## config.mk

```make
export PLATFORM = sky130hd
export DESIGN_NAME = dmem_data_route
export DESIGN_NICKNAME = d
export VERILOG_FILES = /design/src/rtl/dmem_pkg.sv /design/src/rtl/dmem_data_route.sv
export VERILOG_INCLUDE_DIRS = /design/src /design/src/rtl
export SDC_FILE = /design/constraint.sdc
export NUM_CORES = 1
export LEC_CHECK = 0
export BUFFER_PORTS_ARGS = -buffer_cell sky130_fd_sc_hd__buf_2
export CORE_MARGIN = 10
export CORE_UTILIZATION = 22
export DETAILED_ROUTE_END_ITERATION = 16
export PLACE_DENSITY_LB_ADDON = 0.08
export REMOVE_ABC_BUFFERS = 1
export SLEW_MARGIN = 20
export SYNTH_ARGS = -nofsm -noshare
export SYNTH_HDL_FRONTEND = slang
export SYNTH_SLANG_ARGS = --single-unit
export TNS_END_PERCENT = 1
```

## constraint.sdc

```tcl
create_clock -name clock -period 0.9 [get_ports clock]
set_input_delay 0.135 -clock clock [delete_from_list [all_inputs] [get_ports clock]]
set_output_delay 0.135 -clock clock [all_outputs]
set_load 0.02 [all_outputs]
```

## src/rtl/dmem_config.svh

```systemverilog
// Sizing macros for the strided data memory, pulled in by the shared package
`ifndef DMEM_CONFIG_SVH
`define DMEM_CONFIG_SVH

//////////////////////////////////////////////////
// Memory geometry
//////////////////////////////////////////////////

`define DMEM_ADDR_W 8		// Word address bits, 256 words
`define DMEM_DATA_W 32		// Bits per memory word

//////////////////////////////////////////////////
// Burst descriptor
//////////////////////////////////////////////////

// One extra bit over the address so a single burst can sweep every word
`define DMEM_LEN_W 9

`endif
```

## src/rtl/dmem_pkg.sv

```systemverilog
// Shared types for the data memory tile; modules import it inside their bodies
`default_nettype none

`include "dmem_config.svh"

package dmem_pkg;

	//////////////////////////////////////////////////
	// Address, payload and burst length
	//////////////////////////////////////////////////

	typedef logic [`DMEM_ADDR_W-1:0] addr_t;	// Word address, also the stride
	typedef logic [`DMEM_DATA_W-1:0] data_t;	// One memory word
	typedef logic [`DMEM_LEN_W-1:0] len_t;		// Words per burst, never zero

	//////////////////////////////////////////////////
	// Requester select
	//////////////////////////////////////////////////

	typedef enum logic {
		req_one = 1'b0,		// Requester 1
		req_two = 1'b1		// Requester 2
	} req_sel_t;

endpackage

`default_nettype wire

```

## src/rtl/dmem_data_route.sv

```systemverilog
// Steers store data into the memory and load data back to the owning requester
`default_nettype none

module dmem_data_route (
	input wire logic clock,
	input wire logic reset,
	input dmem_pkg::req_sel_t st_owner,
	input dmem_pkg::req_sel_t ld_owner,
	input dmem_pkg::data_t st_data1,
	input dmem_pkg::data_t st_data2,
	input wire logic ld_beat,
	input dmem_pkg::data_t rd_data,
	output dmem_pkg::data_t wr_data,
	output dmem_pkg::data_t ld_data1,
	output dmem_pkg::data_t ld_data2,
	output logic ld_data_valid1,
	output logic ld_data_valid2
);
	import dmem_pkg::*;

	logic beat_q;			// Read issued last cycle
	req_sel_t rd_owner_q;	// Who that read belongs to

	//////////////////////////////////////////////////
	// Store side
	//////////////////////////////////////////////////

	assign wr_data = (st_owner == req_two) ? st_data2 : st_data1;

	//////////////////////////////////////////////////
	// Load return
	//////////////////////////////////////////////////

	// Owner is tracked alongside the read so the word lands correctly even when
	// the grant has already moved to the other requester
	always_ff @(posedge clock) begin
		if (reset) begin
			beat_q <= 1'b0;
			rd_owner_q <= req_one;
		end else begin
			beat_q <= ld_beat;
			if (ld_beat) begin
				rd_owner_q <= ld_owner;
			end
		end
	end

	assign ld_data_valid1 = beat_q & (rd_owner_q == req_one);
	assign ld_data_valid2 = beat_q & (rd_owner_q == req_two);
	assign ld_data1 = ld_data_valid1 ? rd_data : '0;	// Idle port reads zero
	assign ld_data2 = ld_data_valid2 ? rd_data : '0;

endmodule

`default_nettype wire

```

==> run summary <==
EDFF count, synth = 0
Post-CTS setup buffer count = 0
Clock buffer count from CTS = 3
Vias in the first global route = 1,789
Setup TNS = -24.62 ns
Final ANT Viol Nets = 0
H-Tree Depth = 1
List of most frequent post-synthesis cells = and2_1 (33), and3_1 (32), mux2_2 (27)
Max incr delay on CP = 0.33 ns
Clk buf depth = 2
Count leader, synth = and2_1
Sw power = 0.000641 W
Worst path slowest cell = dfxtp_2
Slew @ Worst Pin = 0.158 ns
Worst setup margin = -0.392 ns
Diode count = 0
Power share of the combinational group = 0.725
RSZ-0062 raised after global routing = true
Met3 Use GR = 0.0765
Power density over cell area = 679 nW/um^2
Pint = 0.00100 W
First-pass GRT wire length = 9470 um
Post-synthesis cell area = 943 sq um
Crit share post-route = 1.44
Clk sinks = 2
Syn Area/Cell = 8.13 sq um
Yosys warns = 0
DR WL/cell = 18.6 um
Area contributors post-synth = mux2_2 (32%), and2_1 (22%), and3_1 (21%), buf_6 (8.4%), mux2_1 (6.0%)
Die area = 7310 sq um
Initial core utilization = 0.231
Worst skew pair latency = 0.21 ns
Drt pass-1 iters = 4
Final setup violation count = 98
Detail Placement HPWL = 5500 um
Ys async rst share = 0
Area leader, netlist = mux2_2
WP data arrival = 1.16 ns
Post-synth top area share = 0.322
DR vias = 1,634
Seq pwr share = 0.061
Grt total ovfl = 0
Synth cell types = 12
TritonCTS clock tree = yes
Cells after DPL = 358
Rel. slew slack = 0.895
Die W = 85.5 um
Seq/Total Area, Yosys = 0.0424
Fill cells = 385
Reg area = 45.0 sq um
WP buf/inv = 2
Core Area = 4090 sq um
Proportion of layout cells with a drive suffix above 1 = 0.775
Clock power share = 0.213
Total routed wirelength = 6720 um
Post-synthesis cell count = 116
Fmax = 0.774 GHz
Largest net degree at the start of global routing = 34
Number of cell rows = 23
Maximum VDD drop = 0.000500 V
Area of the multi-input gates = 855 sq um
GR peak layer = met2
Non-filler instance count after layout = 361
Setup crit start kind = flop
Min-delay worst type = input port to flop
Setup Skew = 0 ns
Routability cong. = 0.809
CP endpoint kind = output port
Routed vias/inst = 4.53
Iter 0 DRT Violations = 40
Switching Share = 0.390
Final Max Tran Viols = 0
# DRC = 0
I/O pin count = 199
Top delay family on crit path = flip-flops
Die height = 85.5 um
# nets final = 414
WP data required = 0.76 ns
Critical Path Fanout Max = 33
Total track usage = 0.159
Initial antenna violation count = 0
Synthesized flop and latch total = 2
CP Class = flop to output port
CP cell instances = nor2b_4 > buf_12 > and2_1 > buf_6
Final Hold Fails = 0
Status = finished, violations left
P_leak = 1.51 nW
Tmin final = 1.29 ns
MaxCap Viol Count = 0
Failing checks = negative setup slack
Met1 Use GR = 0.134
Met2 GRT Util = 0.326
Area grow syn2layout = 157%
Root buf cell = clkbuf_8
Reg clk slew, reported paths = 0.03 ns
Synth Flop Type = dfxtp_1
I/O Buffers = 198
## routing by layer
layer,vias up,share of wire
li1,794,-
met5,-,0
met4,0,0.0079
met2,92,0.56
met3,6,0.11
met1,742,0.32
## cells in the final DEF (no fill, tap or decap)
cell type / instances
mux2_1: 4
buf_4: 17
mux2i_1: 1
buf_12: 3
dfxtp_2: 1
mux2_4: 13
nor2_1: 1
nor2b_4: 1
and2_4: 2
buf_6: 47
and3_1: 32
buf_2: 137
clkbuf_8: 3
nor2b_1: 1
mux2_2: 15
and2_1: 31
dfxtp_4: 1
buf_8: 1
## stage by stage
| step | setup WS, ns | instance area, sq um | hold slack [ns] | utilization | power [W] |
|---|---|---|---|---|---|
| after CTS | -0.397 | 2320 | 0.0849 | 0.567 | 0.00158 |
| after detailed placement | -0.223 | 1980 | 0.312 | 0.486 | 0.00109 |
| after global routing | -0.455 | 2420 | 0.0954 | 0.592 | 0.00174 |
| after floorplan | -0.663 | 841 | 0.207 | - | 0.000579 |
| final | -0.392 | 2420 | 0.0910 | 0.592 | 0.00164 |
| after global placement | -0.195 | 1980 | 0.311 | 0.486 | 0.00109 |
## sequential cells by signal, indices dropped and copies added, names as in the netlist
register and cells:
beat_q 1, rd_owner_q 1
## area by class of cell
type / instances / area share
clock buffer: 3 / 0.0171
multi-input combinational: 101 / 0.353
sequential: 2 / 0.0186
tap: 50 / 0.0258
timing repair buffer: 205 / 0.586
## path summary, 6_finish.rpt
| kind | start | to | slack (ns) | depth (start not counted) |
|---|---|---|---|---|
| worst min-delay path | reset | rd_owner_q$_SDFFE_PP0P_ | 0.09 | 2 |
| worst max register to register | rd_owner_q$_SDFFE_PP0P_ | rd_owner_q$_SDFFE_PP0P_ | 0.13 | 3 |
| worst max-delay path | beat_q$_SDFF_PP0_ | ld_data1[27] | -0.39 | 4 |
| worst min register to register | rd_owner_q$_SDFFE_PP0P_ | rd_owner_q$_SDFFE_PP0P_ | 0.68 | 3 |
## power by group through the flow
stage	clock network [W]	logic, W	registers (W)
2_1_floorplan	0	0.000462	0.000117
3_3_place_gp	0	0.000989	0.000101
3_5_place_dp	0	0.000990	0.000101
5_1_grt	0.000376	0.00127	0.000101
6_report	0.000351	0.00119	0.000101
4_1_cts	0.000364	0.00112	0.000101
## worst reg2reg max path: stages, from the launching register on
cell and delay [ns]:
dfxtp_4 0.35, buf_6 0.14, mux2i_1 0.12, nor2_1 0.05
## logic make-up (layout without fill, tap and decap cells)
group | after synthesis | after routing | share of synthesized area
AND/OR/NAND/NOR | 68 | 68 | 0.456
flip-flops | 2 | 2 | 0.0424
multiplexers | 33 | 33 | 0.393
buffers and inverters | 13 | 208 | 0.109
## what timing repair did
action | CTS | global route
pin swaps | 0 | 1
gates resized for setup | 97 | 31
endpoints found under the setup margin | 98 | 98
hold buffers | 0 | 0
No activity file was read; power rests on OpenSTA's default activity.
