**config.mk**
```make
export PLATFORM = sky130hd
export DESIGN_NAME = dmem_ctrl
export DESIGN_NICKNAME = d
export VERILOG_FILES = /design/src/rtl/dmem_pkg.sv /design/src/rtl/dmem_ctrl.sv
export VERILOG_INCLUDE_DIRS = /design/src /design/src/rtl
export SDC_FILE = /design/constraint.sdc
export NUM_CORES = 1
export LEC_CHECK = 0
export BUFFER_PORTS_ARGS = -buffer_cell sky130_fd_sc_hd__buf_2
export CAP_MARGIN = 40
export CORE_AREA = 4 4 41 43
export CTS_CLUSTER_DIAMETER = 50
export DETAILED_ROUTE_END_ITERATION = 12
export DIE_AREA = 0 0 45 47
export PLACE_DENSITY = 0.51
export SLEW_MARGIN = 15
export SYNTH_ARGS = -nofsm -noshare
export SYNTH_HDL_FRONTEND = slang
export SYNTH_SLANG_ARGS = --single-unit
```
**constraint.sdc**
```tcl
create_clock -name clock -period 1 [get_ports clock]
set_input_delay 0.2 -clock clock [delete_from_list [all_inputs] [get_ports clock]]
set_output_delay 0.2 -clock clock [all_outputs]
set_load 0.01 [all_outputs]
```
**src/rtl/dmem_config.svh**
```systemverilog
// Sizing macros for the strided data memory, pulled in by the shared package
`ifndef DMEM_CONFIG_SVH
`define DMEM_CONFIG_SVH

//////////////////////////////////////////////////
// Memory geometry
//////////////////////////////////////////////////

`define DMEM_ADDR_W 8		// Word address bits, 256 words
`define DMEM_DATA_W 32		// Bits per memory word

//////////////////////////////////////////////////
// Burst descriptor
//////////////////////////////////////////////////

// One extra bit over the address so a single burst can sweep every word
`define DMEM_LEN_W 9

`endif
```
**src/rtl/dmem_pkg.sv**
```systemverilog
// Shared types for the data memory tile; modules import it inside their bodies
`default_nettype none

`include "dmem_config.svh"

package dmem_pkg;

	//////////////////////////////////////////////////
	// Address, payload and burst length
	//////////////////////////////////////////////////

	typedef logic [`DMEM_ADDR_W-1:0] addr_t;	// Word address, also the stride
	typedef logic [`DMEM_DATA_W-1:0] data_t;	// One memory word
	typedef logic [`DMEM_LEN_W-1:0] len_t;		// Words per burst, never zero

	//////////////////////////////////////////////////
	// Requester select
	//////////////////////////////////////////////////

	typedef enum logic {
		req_one = 1'b0,		// Requester 1
		req_two = 1'b1		// Requester 2
	} req_sel_t;

endpackage

`default_nettype wire

```
**src/rtl/dmem_ctrl.sv**
```systemverilog
// Channel arbiter for the data memory, grants one requester per channel per burst
`default_nettype none

module dmem_ctrl (
	input wire logic clock,
	input wire logic reset,
	input wire logic st_req1,
	input wire logic st_req2,
	input wire logic ld_req1,
	input wire logic ld_req2,
	input wire logic st_last,
	input wire logic ld_last,
	output logic st_grant1,
	output logic st_grant2,
	output logic ld_grant1,
	output logic ld_grant2,
	output logic st_start,
	output logic ld_start,
	output dmem_pkg::req_sel_t st_owner,
	output dmem_pkg::req_sel_t ld_owner
);
	import dmem_pkg::*;

	// Index 0 is the store channel, index 1 the load channel
	logic [1:0] req_a;
	logic [1:0] req_b;
	logic [1:0] last_in;
	logic [1:0] grant_a;
	logic [1:0] grant_b;
	logic [1:0] start_out;
	req_sel_t owner_out [2];

	assign req_a = {ld_req1, st_req1};
	assign req_b = {ld_req2, st_req2};
	assign last_in = {ld_last, st_last};

	//////////////////////////////////////////////////
	// Per-channel burst FSM with round-robin pointer
	//////////////////////////////////////////////////

	for (genvar ch = 0; ch < 2; ch++) begin : g_chan
		logic busy_q;		// Burst in progress
		logic start_q;		// First grant cycle
		req_sel_t owner_q;
		req_sel_t served_q;	// Winner of the previous grant
		req_sel_t pick;

		always_comb begin
			if (req_a[ch] & req_b[ch]) begin
				pick = (served_q == req_one) ? req_two : req_one;	// Alternate on contention
			end else if (req_a[ch]) begin
				pick = req_one;
			end else begin
				pick = req_two;
			end
		end

		always_ff @(posedge clock) begin
			if (reset) begin
				busy_q <= 1'b0;
				start_q <= 1'b0;
				owner_q <= req_one;
				served_q <= req_two;	// Requester 1 wins first
			end else begin
				start_q <= 1'b0;
				if (busy_q) begin
					if (last_in[ch]) begin
						busy_q <= 1'b0;		// Release after final beat
					end
				end else if (req_a[ch] | req_b[ch]) begin
					busy_q <= 1'b1;
					start_q <= 1'b1;
					owner_q <= pick;
					served_q <= pick;
				end
			end
		end

		assign grant_a[ch] = busy_q & (owner_q == req_one);
		assign grant_b[ch] = busy_q & (owner_q == req_two);
		assign start_out[ch] = start_q;
		assign owner_out[ch] = owner_q;
	end

	assign st_grant1 = grant_a[0];
	assign st_grant2 = grant_b[0];
	assign ld_grant1 = grant_a[1];
	assign ld_grant2 = grant_b[1];
	assign st_start = start_out[0];
	assign ld_start = start_out[1];
	assign st_owner = owner_out[0];
	assign ld_owner = owner_out[1];

endmodule

`default_nettype wire

```
==> impl_metrics.env, run 1 <==
export IMPL_routedWlPerCell_um=10.6
export IMPL_n_antenna_cell=0
export IMPL_finalHoldViolCount=0
export IMPL_start_util_pct=24.0
export IMPL_antenna_found_initial=0
export IMPL_viasPerCell=4.67
export IMPL_syn2layout_area_growth_pct=54.8
export IMPL_final_nets=65
export IMPL_violations="negative setup slack"
export IMPL_numCtsBuffers=3
export IMPL_arrival_ps=900
export IMPL_crit_type="reg2out"
export IMPL_skew_ps=2.42
export IMPL_power_per_cell_area_nw_per_um2=1550
export IMPL_avgSynthCellArea_sq_um=8.94
export IMPL_grt_pass1_wl_mm=1.04
export IMPL_hold_class="in2reg"
export IMPL_synth_seq_cells=8
export IMPL_port_buffers=15
export IMPL_syn_num_nets=43
export IMPL_fp_dieH_um=47
export IMPL_synth_area_sq_um=313
export IMPL_coreArea_sq_um=1300
export IMPL_min_period_ps=1100
export IMPL_syn_inst=35
export IMPL_power_uw=752
export IMPL_wl_um=745
export IMPL_dr_total_vias=327
export IMPL_die_width_um=45
export IMPL_fmax_ghz=0.905
export IMPL_grt_max_degree=9
export IMPL_leakage_uw=0.000232
export IMPL_setup_viol=4
export IMPL_worst_pin_slew_ps=263
export IMPL_timing_final_ws_setup_ps=-104
export IMPL_tns_ps=-241
export IMPL_drc=0
export IMPL_cts_sinks=8
export IMPL_place_gp_congestion=0.681
export IMPL_crit_required_ps=800
export IMPL_max_cap_viol_count=0
export IMPL_yosysSeqAreaShare_pct=51.2
export IMPL_num_rows=13
export IMPL_grt_use_total_pct=7.05
export IMPL_grt_pass1_vias=281
export IMPL_grt_overflow=0
export IMPL_report_final_slew_viol_count=0
export IMPL_die_area_sq_um=2120
export IMPL_cts_clk_slew_worst_paths_ps=50
export IMPL_clk_latency_ps=250
export IMPL_synth_cell_types=13
export IMPL_antenna_left=0
export IMPL_vdd_ir_drop_max_uv=573
export IMPL_end_kind="primary output"
export IMPL_holdWs_ps=131
export IMPL_drive_gt1_share_pct=54.5
export IMPL_drt_iter0_drc=6
export IMPL_worstPathMaxFanout=4
export IMPL_status="finished, violations left"
export IMPL_crit_path_start_kind="register"
export IMPL_relSlewSlack_pct=82.3
export IMPL_drt_pass1_iterations=4
export IMPL_ys_warn_count=0
export IMPL_clk_path_buf_depth=2
export IMPL_cts_htree_levels=1
export IMPL_cts_tree="built"
export IMPL_cts_root_buf="clkbuf_4"
export IMPL_fin_crit_sh_pct=110
export IMPL_rsz0062_at_grt="yes"
export IMPL_num_io_pins=16
[cell usage in the layout, fill, tap and decap left out, types with 2 or more instances in the layout]
master and count:
buf_6 2, nand2_1 2, nor3_1 4, nand2b_4 2
dfxtp_4 2, buf_4 2, nor3b_1 2, a211o_1 2
clkbuf_4 3, a211oi_1 2, dfxtp_2 2, a32oi_1 2
nor2_1 6, inv_2 2, dfxtp_1 4, buf_2 14
[repair_timing]
action | in CTS | in global routing
buffers inserted | 3 | 0
setup endpoints to repair | 4 | 6
gates resized for setup | 9 | 4
pin swaps | 2 | 2
hold buffers | 0 | 0
[path summary, 6_finish.rpt]
check,startpoint,end,depth (start not counted),slack [ps]
max,g_chan[1].busy_q,ld_grant1,3,-100
min,ld_last,g_chan[1].busy_q,2,130
max reg2reg,g_chan[0].busy_q,g_chan[0].served_q,3,10
min reg2reg,g_chan[0].served_q,g_chan[0].served_q,1,500
[final cells by class]
| type | count | area [sq um] |
|---|---|---|
| clock buffer | 3 | 22.5 |
| fill | 152 | 817 |
| inverter | 2 | 7.51 |
| multi-input combinational | 24 | 158 |
| sequential | 8 | 170 |
| tap | 15 | 18.8 |
| timing repair buffer | 18 | 108 |
[state kept, by name, indices dropped and copies added (netlist names)]
| signal | flops |
|---|---|
| ld_start | 1 |
| st_owner | 1 |
| ld_owner | 1 |
| g_chan.served_q | 2 |
| st_start | 1 |
| g_chan.busy_q | 2 |
[synth_stat cells (all sizes together)]
library cell	n	share of area (%)
clkbuf	1	1.2
nor3	4	6.4
nor3b	2	4.8
nor2	6	7.2
nand2b	2	4.0
and2	2	4.4
a211o	2	5.6
inv	2	2.4
a211oi	2	4.8
dfxtp	8	51
nand2	2	2.4
a32oi	2	5.6
[per-stage QoR]
stage	instance area, sq um	std cells	worst slack, ps	utilization (%)
floorplan	313	35	125	-
global placement	403	64	75.8	31.0
detailed placement	403	64	79.1	31.0
CTS	479	70	-60.8	36.8
global route	484	70	-123	37.2
finish	484	70	-104	37.2
[critical path: stages (launching register included)]
cell	delay (ps)
dfxtp_4	360
inv_2	40
nor2_1	120
buf_2	150
[report_power, final]
| group | leakage, uW | switching (uW) | internal [uW] |
|---|---|---|---|
| Clock | 0.0000138 | 107 | 137 |
| Sequential | 0.0000683 | 18.8 | 346 |
| Combinational | 0.000150 | 66.2 | 76.4 |
| Total | 0.000232 | 192 | 560 |
[cell families after synthesis]
family,synth area share (%)
compound gates,16.0
simple gates,29.2
buf+inv,3.60
flops,51.2
[per-layer routing]
metal	vias up	track usage (%)	routed length [um]
li1	166	-	-
met1	144	7.80	302
met2	13	10.5	374
met3	4	2.30	38
met4	0	7.02	29
met5	-	0	0
Power figures use the tool's default switching activity.
==> run 2, diff against run 1 <==
==> constraint.sdc (replaced) <==
create_clock -name clock -period 1 [get_ports clock]
set_input_delay 0 -clock clock [delete_from_list [all_inputs] [get_ports clock]]
set_output_delay 0 -clock clock [all_outputs]
set_load 0.01 [all_outputs]
==> impl_metrics.env, run 2 (same netlist as run 1, synthesis figures left out) <==
export IMPL_n_antenna_cell=0
export IMPL_cts_htree_levels=1
export IMPL_path_buf_inv=1
export IMPL_reg_top3="g_chan.busy_q (2), g_chan.served_q (2)"
export IMPL_status="finished, final reports clean"
export IMPL_cts_sinks=8
export IMPL_final_nets=64
export IMPL_worstPathMaxFanout=7
export IMPL_post_cts_buffers=0
export IMPL_leakage_uw=0.000215
export IMPL_crit_type="reg2out"
export IMPL_antenna_found_initial=0
export IMPL_final_cell_mix="15 x buf_2, 6 x nor2_1, 6 x dfxtp_1"
export IMPL_skew_ps=2.69
export IMPL_rsz0062_at_grt="no"
export IMPL_power_per_cell_area_nw_per_um2=1610
export IMPL_drt_iter0_drc=1
export IMPL_cp_slowest_cell="dfxtp_2"
export IMPL_crit_start="g_chan[0].busy_q"
export IMPL_fill_cells=157
export IMPL_clk_path_buf_depth=2
export IMPL_syn2layout_area_growth_pct=43.2
export IMPL_cts_clk_slew_worst_paths_ps=60
export IMPL_drive_gt1_share_pct=38.9
export IMPL_crit_required_ps=1000
export IMPL_crit_path_start_kind="register"
export IMPL_drc=0
export IMPL_arrival_ps=910
export IMPL_relSlewSlack_pct=86.2
export IMPL_vdd_ir_drop_max_uv=503
export IMPL_clk_latency_ps=250
export IMPL_die_width_um=45
export IMPL_coreArea_sq_um=1300
export IMPL_num_io_pins=16
export IMPL_routedWlPerCell_um=9.35
export IMPL_die_area_sq_um=2120
export IMPL_crit_family="flip-flops"
export IMPL_worstHoldStart="reset"
export IMPL_fmax_ghz=1.10
export IMPL_grt_overflow=0
export IMPL_numCtsBuffers=3
export IMPL_grt_use_total_pct=6.98
export IMPL_report_final_slew_viol_count=0
export IMPL_grt_max_degree=9
export IMPL_rrSetupSlack_ps=100
export IMPL_grt_pass1_wl_mm=1.01
export IMPL_place_gp_congestion=0.681
export IMPL_wl_um=645
export IMPL_finalHoldViolCount=0
export IMPL_min_period_ps=906
export IMPL_start_util_pct=24.0
export IMPL_cts_root_buf="clkbuf_4"
export IMPL_grt_pass1_vias=268
export IMPL_num_rows=13
export IMPL_cts_tree="built"
export IMPL_hold_class="in2reg"
export IMPL_critPathMaxStageDelay_ps=340
export IMPL_tns_ps=0
export IMPL_fp_dieH_um=47
export IMPL_dr_total_vias=310
export IMPL_end_kind="primary output"
export IMPL_worst_pin_slew_ps=206
export IMPL_setup_viol=0
export IMPL_port_buffers=15
export IMPL_worstPathCellList="and2_2, buf_2"
export IMPL_max_cap_viol_count=0
export IMPL_fin_cells=69
export IMPL_placed_cells=64
export IMPL_antenna_left=0
export IMPL_drt_pass1_iterations=2
export IMPL_final_common_cell="buf_2"
export IMPL_fin_crit_sh_pct=90.6
export IMPL_rr_startpoint="g_chan[0].busy_q"
export IMPL_viasPerCell=4.49
==> run 2: changes by cell type in the layout (fill, tap and decap cells not counted), sizes merged <==
cell	delta
dlygate4sd3	+2
buf	-3
==> run 2: per-layer routing <==
metal	part of all wire [%]	vias up	GRT usage [%]
li1	-	161	-
met1	45	142	7.59
met2	49	5	10.5
met3	2.9	2	2.30
met4	2.6	0	7.02
met5	0	-	0
==> run 2: per-stage QoR <==
step	power (uW)	setup WS, ps	hold WS (ps)	area (sq um)	utilization (%)
3_5_place_dp	480	79.1	197	403	31.0
2_1_floorplan	431	125	104	313	-
5_1_grt	767	35.0	42.4	448	34.4
4_1_cts	734	25.6	24.7	445	34.2
3_3_place_gp	480	75.8	200	403	31.0
6_report	721	94.2	27.4	448	34.4
==> run 2: layout make-up <==
class	instances	area, sq um	area share [%]
sequential	8	163	36.3
inverter	2	7.51	1.68
timing repair buffer	17	95.1	21.2
multi-input combinational	24	141	31.6
tap	15	18.8	4.19
clock buffer	3	22.5	5.03
==> run 2: worst paths after layout <==
| path | to | cells after the start |
|---|---|---|
| worst max-delay path | st_grant2 | 2 |
| worst max register to register | g_chan[0].served_q | 2 |
| worst min-delay path | g_chan[1].busy_q | 2 |
| worst min register to register | st_start | 1 |
==> run 2: power by group <==
group          switching, uW  internal (uW)  total (uW)
registers               21.3            347         368
logic                   52.9           57.4         110
clock network            106            137         243
==> run 2: repair_timing <==
action	CTS	global route
hold buffers	2	0
gates resized for setup	0	2
hold endpoints to repair	2	0
setup endpoints to repair	0	4
==> run 3, diff against run 2 <==
- PLACE_DENSITY: 0.51 -> unset
==> impl_metrics.env, run 3 (same netlist as run 1, synthesis figures left out) <==
export IMPL_status="finished, final reports clean"
export IMPL_grt_pass1_vias=282
export IMPL_report_final_slew_viol_count=0
export IMPL_finalHoldViolCount=0
export IMPL_cts_clk_slew_worst_paths_ps=50
export IMPL_coreArea_sq_um=1300
export IMPL_dpl_instance_area_sq_um=410
export IMPL_fin_cells=71
export IMPL_drt_iter0_drc=3
export IMPL_ff2ff_path_depth=3
export IMPL_die_area_sq_um=2120
export IMPL_max_cap_viol_count=0
export IMPL_swShare_pct=26.1
export IMPL_reg_top3="g_chan.busy_q (2), g_chan.served_q (2)"
export IMPL_multi_input_area_sq_um=150
export IMPL_viasPerCell=4.61
export IMPL_setup_viol=0
export IMPL_port_buffers=15
export IMPL_worst_pin_slew_ps=183
export IMPL_fp_dieH_um=47
export IMPL_worstHoldEndpoint="g_chan[0].busy_q"
export IMPL_power_per_cell_area_nw_per_um2=1570
export IMPL_fmax_ghz=1.03
export IMPL_rrSetupSlack_ps=60
export IMPL_grt_max_degree=9
export IMPL_timing_final_ws_setup_ps=28.9
export IMPL_final_nets=66
export IMPL_clk_latency_ps=260
export IMPL_num_rows=13
export IMPL_arrival_ps=970
export IMPL_start_util_pct=24.0
export IMPL_dp_slack_ps=77.6
export IMPL_crit_type="reg2out"
export IMPL_routedWlPerCell_um=10.2
export IMPL_crit_start="g_chan[0].busy_q"
export IMPL_skew_ps=0.146
export IMPL_hold_class="in2reg"
export IMPL_rsz0062_at_grt="yes"
export IMPL_die_width_um=45
export IMPL_cts_sinks=8
export IMPL_worstHoldStart="reset"
export IMPL_dp_hpwl_um=514
export IMPL_cts_htree_levels=1
export IMPL_rr_startpoint="g_chan[0].busy_q"
export IMPL_grt_pass1_wl_mm=1.08
export IMPL_min_period_ps=971
export IMPL_fin_crit_sh_pct=97.1
export IMPL_finalInstanceArea_sq_um=478
export IMPL_antenna_found_initial=0
export IMPL_worstPathMaxFanout=4
export IMPL_drt_pass1_iterations=2
export IMPL_tns_ps=0
export IMPL_cts_root_buf="clkbuf_4"
export IMPL_drive_gt1_share_pct=42.9
export IMPL_wl_um=722
export IMPL_cts_tree="built"
export IMPL_n_antenna_cell=0
export IMPL_final_cell_mix="14 x buf_2, 6 x nor2_1, 6 x dfxtp_1"
export IMPL_end_kind="primary output"
export IMPL_holdWs_ps=12.5
export IMPL_grt_overflow=0
export IMPL_p_clk_share_pct=33.9
export IMPL_crit_path_start_kind="register"
export IMPL_grt_use_total_pct=8.10
export IMPL_crit_required_ps=1000
export IMPL_min_delay_path_depth=2
export IMPL_numCtsBuffers=3
export IMPL_power_frac_comb_pct=17.6
export IMPL_place_gp_congestion=0.746
export IMPL_seqPwrFrac_pct=48.5
export IMPL_final_common_cell="buf_2"
export IMPL_dr_total_vias=327
export IMPL_vdd_ir_drop_max_uv=686
export IMPL_relSlewSlack_pct=87.8
export IMPL_ff_latch_area_sq_um=163
export IMPL_clk_path_buf_depth=2
export IMPL_p_int_uw=556
export IMPL_antenna_left=0
export IMPL_num_io_pins=16
export IMPL_leakage_uw=0.000231
export IMPL_r2r_end="g_chan[0].served_q"
export IMPL_switchingPower_uw=197
export IMPL_placed_cells=65
export IMPL_fill_cells=147
export IMPL_drc=0
export IMPL_syn2layout_area_growth_pct=52.8
-- run 3: critical path: stages, from the launching register on --
cell and delay (ps):
dfxtp_2 320, buf_4 130, and2_4 150, buf_6 110
-- run 3: per-stage QoR --
| step | power [uW] | util [%] |
|---|---|---|
| global placement | 484 | 31.5 |
| floorplan | 431 | - |
| CTS | 763 | 36.1 |
| detailed placement | 485 | 31.5 |
| finish | 753 | 36.7 |
| global route | 792 | 36.7 |
-- run 3: worst max-delay path by stage --
stage                    endpoint  slack [ps]  cells after the start
2_1_floorplan  g_chan[0].served_q         120                      2
3_3_place_gp   g_chan[1].served_q         100                      2
3_5_place_dp   g_chan[1].served_q          80                      2
4_1_cts        g_chan[0].served_q           7                      3
5_1_grt                 st_grant2         -10                      3
6_report                st_grant2          30                      3
-- run 3: area by class of cell --
cell class	instances	area share (%)
Sequential cell	8	34.0
Multi-Input combinational cell	24	31.4
Timing Repair Buffer	19	24.3
Clock buffer	3	4.71
Tap cell	15	3.93
Inverter	2	1.57
-- run 3: timing repair --
action | 4_1_cts | 5_1_grt
hold buffers | 2 | 0
resized for setup | 3 | 2
setup buffers | 1 | 0
pin swaps | 0 | 1
endpoints found under the setup margin | 1 | 5
endpoints found under the hold margin | 2 | 0
-- run 3: metal layers --
metal,vias up,track usage [%],part of all wire [%]
met5,-,0,0
met4,0,8.77,3.6
met3,5,6.51,16
met2,17,10.7,38
met1,140,7.37,42
li1,165,-,-
-- run 3: power groups by stage --
stage	Sequential, uW	Combinational, uW	Clock, uW
5_1_grt	369	145	278
4_1_cts	364	129	270
2_1_floorplan	376	54.4	0
3_3_place_gp	371	113	0
3_5_place_dp	371	114	0
6_report	365	133	255
