### src/rtl/dmem_config.svh
// Sizing macros for the strided data memory, pulled in by the shared package
`ifndef DMEM_CONFIG_SVH
`define DMEM_CONFIG_SVH

//////////////////////////////////////////////////
// Memory geometry
//////////////////////////////////////////////////

`define DMEM_ADDR_W 8		// Word address bits, 256 words
`define DMEM_DATA_W 32		// Bits per memory word

//////////////////////////////////////////////////
// Burst descriptor
//////////////////////////////////////////////////

// One extra bit over the address so a single burst can sweep every word
`define DMEM_LEN_W 9

`endif
### src/rtl/dmem_pkg.sv
// Shared types for the data memory tile; modules import it inside their bodies
`default_nettype none

`include "dmem_config.svh"

package dmem_pkg;

	//////////////////////////////////////////////////
	// Address, payload and burst length
	//////////////////////////////////////////////////

	typedef logic [`DMEM_ADDR_W-1:0] addr_t;	// Word address, also the stride
	typedef logic [`DMEM_DATA_W-1:0] data_t;	// One memory word
	typedef logic [`DMEM_LEN_W-1:0] len_t;		// Words per burst, never zero

	//////////////////////////////////////////////////
	// Requester select
	//////////////////////////////////////////////////

	typedef enum logic {
		req_one = 1'b0,		// Requester 1
		req_two = 1'b1		// Requester 2
	} req_sel_t;

endpackage

`default_nettype wire

### src/rtl/dmem_agu.sv
// Strided address generator, one per channel, stepping through a granted burst
`default_nettype none

module dmem_agu (
	input wire logic clock,
	input wire logic reset,
	input wire logic start,
	input dmem_pkg::req_sel_t owner,
	input dmem_pkg::addr_t base1,
	input dmem_pkg::addr_t base2,
	input dmem_pkg::addr_t stride1,
	input dmem_pkg::addr_t stride2,
	input dmem_pkg::len_t len1,
	input dmem_pkg::len_t len2,
	input wire logic valid1,
	input wire logic valid2,
	output dmem_pkg::addr_t address,
	output logic beat,
	output logic last
);
	import dmem_pkg::*;

	addr_t addr_q;		// Next word address
	addr_t stride_q;
	len_t cnt_q;		// Words left in the burst
	addr_t cur_addr;
	addr_t cur_stride;
	len_t cur_cnt;
	logic sel_valid;

	// The descriptor is still on the inputs during the start cycle, so a beat there
	// runs straight from it instead of waiting for the registers
	assign cur_addr = start ? ((owner == req_two) ? base2 : base1) : addr_q;
	assign cur_stride = start ? ((owner == req_two) ? stride2 : stride1) : stride_q;
	assign cur_cnt = start ? ((owner == req_two) ? len2 : len1) : cnt_q;
	assign sel_valid = (owner == req_two) ? valid2 : valid1;

	assign beat = sel_valid & (cur_cnt != '0);
	assign last = beat & (cur_cnt == len_t'(1));
	assign address = cur_addr;

	always_ff @(posedge clock) begin
		if (reset) begin
			cnt_q <= '0;
		end else if (beat) begin
			cnt_q <= len_t'(cur_cnt - len_t'(1));
		end else if (start) begin
			cnt_q <= cur_cnt;
		end
	end

	always_ff @(posedge clock) begin
		if (beat) begin
			addr_q <= addr_t'(cur_addr + cur_stride);	// Wraps at memory depth
		end else if (start) begin
			addr_q <= cur_addr;
		end
		if (start) begin
			stride_q <= cur_stride;
		end
	end

endmodule

`default_nettype wire

### config.mk
export PLATFORM = sky130hd
export DESIGN_NAME = dmem_agu
export DESIGN_NICKNAME = d
export VERILOG_FILES = /design/src/rtl/dmem_pkg.sv /design/src/rtl/dmem_agu.sv
export VERILOG_INCLUDE_DIRS = /design/src /design/src/rtl
export SDC_FILE = /design/constraint.sdc
export NUM_CORES = 1
export LEC_CHECK = 0
export BUFFER_PORTS_ARGS = -buffer_cell sky130_fd_sc_hd__buf_2
export CORE_ASPECT_RATIO = 1.4
export CORE_MARGIN = 5
export CORE_UTILIZATION = 50
export DETAILED_ROUTE_END_ITERATION = 12
export PLACE_DENSITY_LB_ADDON = 0.08
export SETUP_SLACK_MARGIN = 0.3
export SLEW_MARGIN = 10
export SYNTH_ARGS = -nofsm -noshare
export SYNTH_HDL_FRONTEND = slang
export SYNTH_SLANG_ARGS = --single-unit
### constraint.sdc
create_clock -name clock -period 4.4 [get_ports clock]
set_input_delay 0.88 -clock clock [delete_from_list [all_inputs] [get_ports clock]]
set_output_delay 0.88 -clock clock [all_outputs]
set_load 0.005 [all_outputs]
==> summary.txt, run 1 <==
Status
  – Run status: complete, no violations

STA
  – Worst slew pin tran: around 0.5 ns
  – Tmin final: between 3 and 4 ns
  – Sum Neg Setup Slack: 0 ns
  – Setup Skew: 0.006387 ns
  – Hold Violations, Final: 0
  – Period utilisation layout: 0.8583
  – FMAX: between 0.2 and 0.3 GHz
  – Hold WS: around 0.62 ns
  – # setup viols final: 0
  – Slew margin rel.: 0.6662
  – RSZ-0062 raised after global routing: false
  – Slew Limit Fails: 0
  – Final setup margin: 0.6236 ns

Route
  – Via count: 1697
  – Avg Vias per Cell: roughly 5.4
  – Post-route antenna net violation count: 0
  – Detailed Route WL: 4301 um
  – Post-DR wirelength/cell: between 10 and 15 um
  – Iteration-0 DRC Markers: 50
  – DRT Pass-1 Iters: 4
  – Post-route DRC: 0

Synthesis
  – Post-synth EDFFs: 16
  – Seq/Total Area, Yosys: 0.3490
  – XOR/XNOR Fraction of Synth Area: 0.03701
  – Mapped Cells: 209
  – #FFs+latches synth: 25
  – Distinct cells, synth: between 40 and 50
  – Synthesized area per cell: roughly 9.1 sq um
  – Mux cell area share after synthesis: 0.1705
  – Synth Cell Area: roughly 1900 sq um
  – Adder-cell share of the synthesized area: 0.07667
  – Syn_nets: 276
  – Yosys warns: 0
  – Largest family of logic cells by synthesized area: multiplexers
  – Synth async-reset ratio: 0
  – Simple-gate share of the synthesized area: 0.1580
  – Post-synthesis compound-gate area fraction: 0.1666
  – Top_reg_cell synth: edfxtp_1

Worst setup path
  – Worst R2R Path Depth: 9
  – Critical Path Sink: beat
  – Critical path class: primary input to output port
  – Reg2Reg Launch Point: addr_q[1]
  – CP max FO: 15
  – Crit path from: owner
  – Reg2Reg Setup Slack: approximately 1.9 ns
  – Critical Path AT: between 2 and 3 ns
  – CP required: between 3 and 4 ns
  – Reg-to-reg endpoint: addr_q[7]
  – Startpoint types: primary input
  – Crit. End Element: output port

Floorplan
  – Io pins: 66
  – Die area: 5134 sq um
  – Core Region: 3643 sq um
  – Row count: 26
  – Die width: 62.01 um
  – Starting Density: 0.5196
  – Die height: around 83 um

Clocking
  – Hold buffer count at CTS: 0
  – Post-cts gate resize count: 0
  – Clock Tree Root: clkbuf_8
  – # Post-CTS Setup Buffers: 0
  – H-tree depth: 1
  – Reg clk slew, reported paths: 0.09 ns
  – CTS sink count: 25
  – Latest clock arrival within the worst-skew pair: approximately 0.27 ns
  – Inserted Clock Buffers: 3
  – TritonCTS clock tree: done
  – Clk buf depth: 2

Pwr
  – PwrDens: 308.5 nW/um^2
  – Total Power: between 0.0007 and 0.0008 W
  – Static Leakage: 1.062 nW
  – Peak VDD IR: 0.2102 mV

GRT
  – First-pass GRT wire length: just under 7000 um
  – Vias in the first global route: 1616
  – Largest net degree at the start of global routing: 34
  – Global route total overflow: 0
  – Initial antenna violation count: 0
  – GRT Overall Usage: 0.1752

Cells and area
  – Area grow syn2layout: 21.48%
  – Commonest non-fill, non-tap cells in the layout: buf_2, nor2_1, a21oi_1, mux2i_1, edfxtp_1
  – Share of layout cells above drive strength 1: 0.3088
  – Multi-input gate area: approximately 1200 sq um
  – Final net count: 340
  – Fill count: ~350
  – Register area: approximately 660 sq um
  – ANT cells: 0
  – Commonest non-fill, non-tap cell in the layout: buf_2
  – Final Cell Area: ~2300 sq um

Placed design
  – Placed cell areas: around 2300 sq um
  – PortBufs: 65
  – Setup slack at placement: about 0.59 ns
  – Hpwl dp: approximately 3400 um
  – Routability cong.: ~0.81

Hold path
  – Hold Path Depth: 4
  – HP Class: register to register

Run
  – Max_cap viols: 0
-- kinds of logic (layout without fill, tap and decap cells) --
group                      count (synthesis)  after routing
and+or+nand+nor                           65             65
muxes                                     30             30
adders and majority gates                 11             11
xor gates and xnor gates                   8              8
DFF                                       25             25
AOI/OAI and AO/OA                         53             53
buffers and inverters                     17             80
-- sequential cells by signal, summed over array words and instances (netlist names) --
name      count
cnt_q         9
stride_q      8
addr_q        8
-- stage by stage --
| step | cells | utilization |
|---|---|---|
| 2_1_floorplan | 209 | - |
| 3_3_place_gp | 310 | 0.6178 |
| 3_5_place_dp | 310 | 0.6178 |
| 4_1_cts | 314 | 0.6312 |
| 5_1_grt | 314 | 0.6312 |
| 6_report | 314 | 0.6312 |
-- power by group --
part | leakage, nW | switching [W] | internal [W]
Sequential | 0.233 | 0.00000912 | 0.000292
Clock | 0.0217 | 0.0000786 | 0.0000643
Combinational | 0.807 | 0.000144 | 0.000122
Total | 1.06 | 0.000231 | 0.000478
-- worst min-delay path by stage --
stage                   from        to  slack, ns
finish              cnt_q[7]  cnt_q[7]       0.62
global route        cnt_q[7]  cnt_q[7]       0.70
CTS                 cnt_q[7]  cnt_q[7]       0.64
detailed placement  cnt_q[7]  cnt_q[7]       0.62
global placement    cnt_q[7]  cnt_q[7]       0.62
floorplan           cnt_q[7]  cnt_q[7]       0.57
-- metal layers --
layer,part of all wire,wire (um),global-route usage,up-vias
met1,0.36,1551,0.1918,768
met4,0.020,86,0.07722,0
met3,0.050,217,0.01708,9
li1,-,-,-,879
met5,0,0,0,-
met2,0.57,2446,0.3170,41
-- critical path: stages --
cell	delay, ns
buf_2	0.36
mux2_2	0.39
mux2i_1	0.13
buf_4	0.15
ha_1	0.17
inv_1	0.05
or2_2	0.35
o31ai_4	0.22
inv_2	0.06
buf_2	0.12
-- cell usage after synthesis, drive strengths merged, types with 4 or more instances --
cell / n / area, sq um
edfxtp: 16 / 480.5
nor3: 5 / 25.02
ha: 10 / 125.1
a21oi: 28 / 140.1
nand2b: 4 / 25.02
mux2i: 25 / 262.8
o21ai: 13 / 65.06
dfxtp: 9 / 180.2
xor2: 5 / 43.79
nand2: 14 / 52.55
buf: 8 / 46.30
nor2: 30 / 112.6
mux2: 5 / 60.05
inv: 6 / 22.52
-- area by class of cell --
class                   instances  share of cell area
multi-input cells             167              0.5011
flip-flops and latches         25              0.2873
repair buffers                 70              0.1578
well taps                      42             0.02285
clock buffers                   3             0.01795
inverters                       6            0.009793
clock inverters                 1            0.003264
Note: power is estimated with default switching activity, not from simulation.
==> inputs of run 2 (changes only) <==
- CORE_ASPECT_RATIO: 1.4 -> not set
==> summary.txt, run 2 (synthesis results as in run 1) <==
Placed design
  – Hpwl dp: 3368 um (-1.2%)
  – Setup slack at placement: 0.7454 ns (+0.1553 ns)
  – PortBufs: 65 (unchanged)
  – Routability cong.: 0.8496 (+4.5%)

Clocking
  – Reg clk slew, reported paths: 0.09 ns (about the same)
  – H-tree depth: 1 (unchanged)
  – Clock Tree Root: clkbuf_8
  – TritonCTS clock tree: done
  – Inserted Clock Buffers: 3 (unchanged)
  – Post-cts gate resize count: 0 (unchanged)
  – Latest clock arrival within the worst-skew pair: 0.27 ns (about the same)
  – Clk buf depth: 2 (unchanged)
  – Hold buffer count at CTS: 0 (unchanged)
  – CTS sink count: 25 (unchanged)
  – # Post-CTS Setup Buffers: 0 (unchanged)

Pwr
  – Static Leakage: 1.072 nW (+0.90%)
  – PwrDens: 305.0 nW/um^2 (-1.1%)
  – Sw power: 0.0002301 W (-0.54%)
  – Clock power frac: 0.202 (about the same)
  – Peak VDD IR: 0.2176 mV (+3.5%)
  – Seq pwr share: 0.425 (about the same)
  – Switching Share: 0.3249 (-0.001315)
  – Internal power: 0.0004783 W (about the same)
  – Logic pwr share: 0.373 (about the same)

Floorplan
  – Die height: 71.53 um (-14%)
  – Row count: 22 (-15%)
  – Io pins: 66 (unchanged)
  – Core Region: 3661 sq um (+0.48%)
  – Starting Density: 0.5171 (-0.002486)
  – Die width: 71.53 um (+15%)
  – Die area: 5117 sq um (-0.35%)

Worst setup path
  – Crit. End Element: output port
  – Critical path class: primary input to output port
  – Critical Path AT: 2.78 ns (-0.12 ns)
  – CP max stage delay: 0.61 ns (+0.22 ns)
  – Worst path depth: 7 (-3)
  – Worst Path Buf+Inv: 3 (-2)
  – CP delay by family, top: simple AND/OR/NAND/NOR gates
  – Reg-to-reg endpoint: addr_q[7]
  – CP max FO: 11 (-4)
  – Crit path top cell by count: buf_2
  – Worst R2R Path Depth: 9 (unchanged)
  – Reg2Reg Launch Point: addr_q[1]
  – Startpoint types: primary input
  – Cell Chain, Critical Path: buf_2 > mux2_4 > mux2i_4 > or4b_1 > o31ai_4 > inv_2 > buf_2
  – Crit-path slowest cell: or4b_1
  – Reg2Reg Setup Slack: 1.93 ns (+0.02 ns)
  – CP required: 3.52 ns (about the same)

STA
  – RSZ-0062 raised after global routing: false
  – Sum Neg Setup Slack: 0 ns (unchanged)
  – Final setup margin: 0.7447 ns (+0.1211 ns)
  – FMAX: 0.2736 GHz (+3.3%)
  – # setup viols final: 0 (unchanged)
  – Hold Violations, Final: 0 (unchanged)
  – Setup Skew: 0.007439 ns (+0.001052 ns)
  – Period utilisation layout: 0.8307 (-0.02752)
  – Tmin final: 3.655 ns (-0.1211 ns)
  – Slew margin rel.: 0.7201 (+0.05385)
  – Slew Limit Fails: 0 (unchanged)
  – Worst slew pin tran: 0.4199 ns (-0.08077 ns)

Hold path
  – HP Class: register to register
  – Hold_sp: cnt_q[7]
  – Hold Path Depth: 4 (unchanged)
  – Min-Delay Endpoint: cnt_q[7]

Route
  – DRT Pass-1 Iters: 4 (unchanged)
  – Post-route DRC: 0 (unchanged)
  – Iteration-0 DRC Markers: 36 (-28%)
  – Via count: 1711 (+0.82%)
  – Post-DR wirelength/cell: 13.02 um (-5.0%)
  – Detailed Route WL: 4191 um (-2.6%)
  – Post-route antenna net violation count: 0 (unchanged)
  – Avg Vias per Cell: 5.314 (-1.7%)

Cells and area
  – Multi-input gate area: 1152 sq um (unchanged)
  – Share of layout cells above drive strength 1: 0.3139 (+0.005045)
  – Fill count: 337 (-2.3%)
  – Final net count: 342 (+0.59%)
  – ANT cells: 0 (unchanged)
  – Register area: 660.6 sq um (unchanged)
  – Largest Register: cnt_q
  – Largest register FFs: 9 (unchanged)
  – Top flop regs: cnt_q x9, addr_q x8, stride_q x8
  – Commonest non-fill, non-tap cells in the layout: buf_2, nor2_1, a21oi_1, mux2i_1, edfxtp_1
  – Area grow syn2layout: 22.67%
  – Commonest non-fill, non-tap cell in the layout: buf_2

GRT
  – GRT Overall Usage: 0.1669 (-0.008319)
  – Global route total overflow: 0 (unchanged)
  – Initial antenna violation count: 0 (unchanged)
  – Vias in the first global route: 1668 (+3.2%)
  – Largest net degree at the start of global routing: 30 (-12%)
  – First-pass GRT wire length: 7086 um (+2.0%)

Status
  – Run status: complete, no violations

Run
  – Max_cap viols: 0 (unchanged)
## run 2: changes by cell type in the layout (fill, tap and decap cells not counted)
| cell | change |
|---|---|
| buf_4 | +2 |
## run 2: final cells by class
cell class / count / share of cell area
repair buffers: 72 / 0.1627
clock inverters: 1 / 0.003233
well taps: 48 / 0.02586
flip-flops and latches: 25 / 0.2845
clock buffers: 3 / 0.01778
multi-input cells: 167 / 0.4962
inverters: 6 / 0.009698
## run 2: per-layer routing
| metal | vias to the layer above | track usage | part of all wire |
|---|---|---|---|
| met2 | 38 | 0.3214 | 0.52 |
| li1 | 886 | - | - |
| met5 | - | 0 | 0 |
| met4 | 0 | 0.04175 | 0.014 |
| met3 | 4 | 0.02384 | 0.053 |
| met1 | 783 | 0.1903 | 0.41 |
## run 2: power groups by stage
| stage | registers, W | logic, W | clock network (W) |
|---|---|---|---|
| 4_1_cts | 0.000301 | 0.000267 | 0.000149 |
| 5_1_grt | 0.000304 | 0.000302 | 0.000155 |
| 6_report | 0.000301 | 0.000265 | 0.000143 |
| 2_1_floorplan | 0.000304 | 0.000190 | 0 |
| 3_3_place_gp | 0.000306 | 0.000261 | 0 |
| 3_5_place_dp | 0.000307 | 0.000266 | 0 |
## run 2: tightest hold or removal path: cells and delay by family (launching register included)
| kind | cells | cell delay (ns) |
|---|---|---|
| DFF | 1 | 0.31 |
| AOI/OAI and AO/OA | 3 | 0.21 |
| and+or+nand+nor | 1 | 0.11 |
## run 2: metrics by stage
stage	cells	power, W	area, sq um	util	hold WS [ns]
3_5_place_dp	318	0.0005730	2273	0.6210	0.6402
3_3_place_gp	318	0.0005669	2273	0.6210	0.6191
6_report	322	0.0007084	2322	0.6343	0.6606
5_1_grt	322	0.0007616	2322	0.6343	0.6923
2_1_floorplan	209	0.0004939	1893	-	0.5748
4_1_cts	322	0.0007173	2322	0.6343	0.6589
## run 2: worst max-delay path by stage
| stage | startpoint | endpoint | slack [ns] |
|---|---|---|---|
| 2_1_floorplan | owner | beat | 0.64 |
| 5_1_grt | owner | beat | 0.59 |
| 4_1_cts | owner | beat | 0.74 |
| 3_5_place_dp | owner | beat | 0.75 |
| 6_report | owner | beat | 0.74 |
| 3_3_place_gp | owner | beat | 0.76 |
==> inputs of run 3 (changes only) <==
- CORE_UTILIZATION: 50 -> 45
- clock period: 4.4 -> 3.25 ns (I/O delays scaled with it)
==> summary.txt, run 3 (synthesis results as in run 1) <==
Pwr
  – Seq pwr share: 0.405 (-0.020)
  – Logic pwr share: 0.404 (+0.031)
  – Total Power: 0.001009 W (+42%)
  – PwrDens: 401.5 nW/um^2 (+32%)
  – Static Leakage: 1.162 nW (+8.4%)
  – Switching Share: 0.3236 (-0.001278)
  – Peak VDD IR: 0.2043 mV (-6.1%)
  – Clock power frac: 0.191 (-0.011)
  – Sw power: 0.0003265 W (+42%)
  – Internal power: 0.0006826 W (+43%)

Worst setup path
  – Reg-to-reg endpoint: addr_q[6]
  – CP max FO: 8 (-3)
  – CP required: 2.60 ns (-0.92 ns)
  – CP max stage delay: 0.31 ns (-0.30 ns)
  – Critical path class: primary input to output port
  – Reg2Reg Setup Slack: 0.96 ns (-0.97 ns)
  – Crit path top cell by count: inv_2
  – Startpoint types: primary input
  – Reg2Reg Launch Point: stride_q[0]
  – Crit-path slowest cell: mux2_4
  – Critical Path AT: 2.24 ns (-0.54 ns)
  – Cell Chain, Critical Path: buf_8 > mux2_4 > mux2i_2 > ha_2 > inv_2 > or2_4 > o31ai_4 > inv_2 > buf_2
  – Crit. End Element: output port
  – Worst R2R Path Depth: 11 (+2)

STA
  – Sum Neg Setup Slack: 0 ns (unchanged)
  – Worst slew pin tran: 0.4298 ns (+0.009959 ns)
  – Period utilisation layout: 0.8903
  – Hold Violations, Final: 0 (unchanged)
  – RSZ-0062 raised after global routing: true
  – Tmin final: 2.894 ns
  – Hold WS: 0.6666 ns (+0.005935 ns)
  – Final setup margin: 0.3564 ns (-0.3883 ns)
  – Slew margin rel.: 0.7134 (-0.006640)
  – Setup Skew: 0.006675 ns (-0.0007639 ns)
  – Slew Limit Fails: 0 (unchanged)
  – FMAX: between 0.3 and 0.4 GHz
  – # setup viols final: 0 (unchanged)

Clocking
  – H-tree depth: 1 (unchanged)
  – Latest clock arrival within the worst-skew pair: 0.27 ns (about the same)
  – Reg clk slew, reported paths: 0.10 ns (about the same)
  – Clk buf depth: 2 (unchanged)
  – TritonCTS clock tree: done
  – Hold buffer count at CTS: 0 (unchanged)
  – Clock Tree Root: clkbuf_8
  – CTS sink count: 25 (unchanged)
  – Inserted Clock Buffers: 3 (unchanged)

Cells and area
  – Final Cell Area: 2514 sq um (+8.2%)
  – Commonest non-fill, non-tap cell in the layout: buf_2
  – Fill count: 382 (+13%)
  – Register area: 660.6 sq um (unchanged)
  – Final net count: 356 (+4.1%)
  – Share of layout cells above drive strength 1: 0.3681 (+0.05419)
  – Top flop regs: cnt_q x9, addr_q x8, stride_q x8
  – Multi-input gate area: 1189 sq um (+3.1%)
  – Largest register FFs: 9 (unchanged)
  – Largest Register: cnt_q
  – Commonest non-fill, non-tap cells in the layout: buf_2, nor2_1, a21oi_1, mux2i_1, buf_4
  – ANT cells: 0 (unchanged)
  – Area grow syn2layout: 32.78%

Floorplan
  – Io pins: 66 (unchanged)
  – Row count: 23 (+4.5%)
  – Die area: 5604 sq um (+9.5%)
  – Die width: 74.86 um (+4.7%)
  – Starting Density: 0.4699 (-0.04721)
  – Core Region: 4029 sq um (+10%)
  – Die height: 74.86 um (+4.7%)

GRT
  – GRT busiest layer: met2
  – Vias in the first global route: 1736 (+4.1%)
  – GRT Overall Usage: 0.1656 (-0.001260)
  – Met3 usage: 0.009346 (-0.01450)
  – Met1 GRT Util: 0.1913 (+0.001078)
  – Initial antenna violation count: 0 (unchanged)
  – Largest net degree at the start of global routing: 19 (-37%)
  – Global route total overflow: 0 (unchanged)
  – M2 GR Usage: 0.3104 (-0.01098)
  – First-pass GRT wire length: 7238 um (+2.1%)

Hold path
  – Hold_sp: cnt_q[7]
  – Min-Delay Endpoint: cnt_q[7]
  – HP Class: register to register
  – Hold Path Depth: 4 (unchanged)

Route
  – Via count: 1762 (+3.0%)
  – Post-route antenna net violation count: 0 (unchanged)
  – Detailed Route WL: 4497 um (+7.3%)
  – Avg Vias per Cell: 5.213 (-1.9%)
  – Iteration-0 DRC Markers: 67 (+86%)
  – DRT Pass-1 Iters: 4 (unchanged)
  – Post-route DRC: 0 (unchanged)
  – Post-DR wirelength/cell: 13.30 um (+2.2%)

Placed design
  – Placed cell areas: 2417 sq um (+6.3%)
  – Hpwl dp: 3641 um (+8.1%)
  – Setup slack at placement: 0.05100 ns (-0.6944 ns)
  – Routability cong.: 0.9036 (+6.4%)
  – PortBufs: 65 (unchanged)

Run
  – Max_cap viols: 0 (unchanged)

Status
  – Run status: complete, no violations
==> run 3: cell count changes in the layout (fill, tap and decap cells not counted), sizes merged <==
cell,delta
buf,+14
==> run 3: worst max-delay path by stage <==
| stage | startpoint | end | slack, ns | cells past startpoint |
|---|---|---|---|---|
| after global routing | owner | addr_q[7] | 0.29 | 13 |
| after global placement | owner | addr_q[7] | 0.11 | 13 |
| after CTS | owner | beat | 0.31 | 7 |
| final | owner | beat | 0.36 | 9 |
| after detailed placement | owner | addr_q[7] | 0.05 | 13 |
| after floorplan | owner | beat | 0.26 | 9 |
==> run 3: metrics by stage <==
stage / utilization / instances
finish: 0.6239 / 338
global route: 0.6239 / 338
CTS: 0.6193 / 336
detailed placement: 0.6000 / 330
global placement: 0.6000 / 330
floorplan: - / 209
==> run 3: critical path, delay by kind of cell <==
| family | cells | cell delay, ns |
|---|---|---|
| multiplexers | 2 | 0.50 |
| buffers and inverters | 4 | 0.35 |
| AO/OA/AOI/OAI | 1 | 0.28 |
| AND/OR/NAND/NOR | 1 | 0.25 |
| adder cells (fa/ha/maj) | 1 | 0.23 |
==> run 3: layer usage <==
metal,share of wire,vias to the layer above
met4,0.018,0
met3,0.038,6
met1,0.40,799
li1,-,918
met2,0.55,39
met5,0,-
==> run 3: final cells by class <==
cell class / instances / share of cell area
repair buffers: 86 / 0.2111
multi-input cells: 167 / 0.4729
clock inverters: 1 / 0.002987
inverters: 6 / 0.008960
clock buffers: 3 / 0.01643
well taps: 50 / 0.02489
flip-flops and latches: 25 / 0.2628
==> run 3: power by group through the flow <==
stage / Clock, W / Combinational, W / Sequential (W)
after floorplan: 0 / 0.000272 / 0.000413
after global placement: 0 / 0.000390 / 0.000415
after detailed placement: 0 / 0.000397 / 0.000416
after CTS: 0.000198 / 0.000405 / 0.000408
after global routing: 0.000212 / 0.000458 / 0.000412
final: 0.000193 / 0.000408 / 0.000408
==> run 3: timing repair <==
item | CTS | global route
buffers inserted | 2 | 2
cloned | 0 | 0
endpoints found under the setup margin | 2 | 2
pin swaps | 1 | 2
resized for setup | 4 | 2
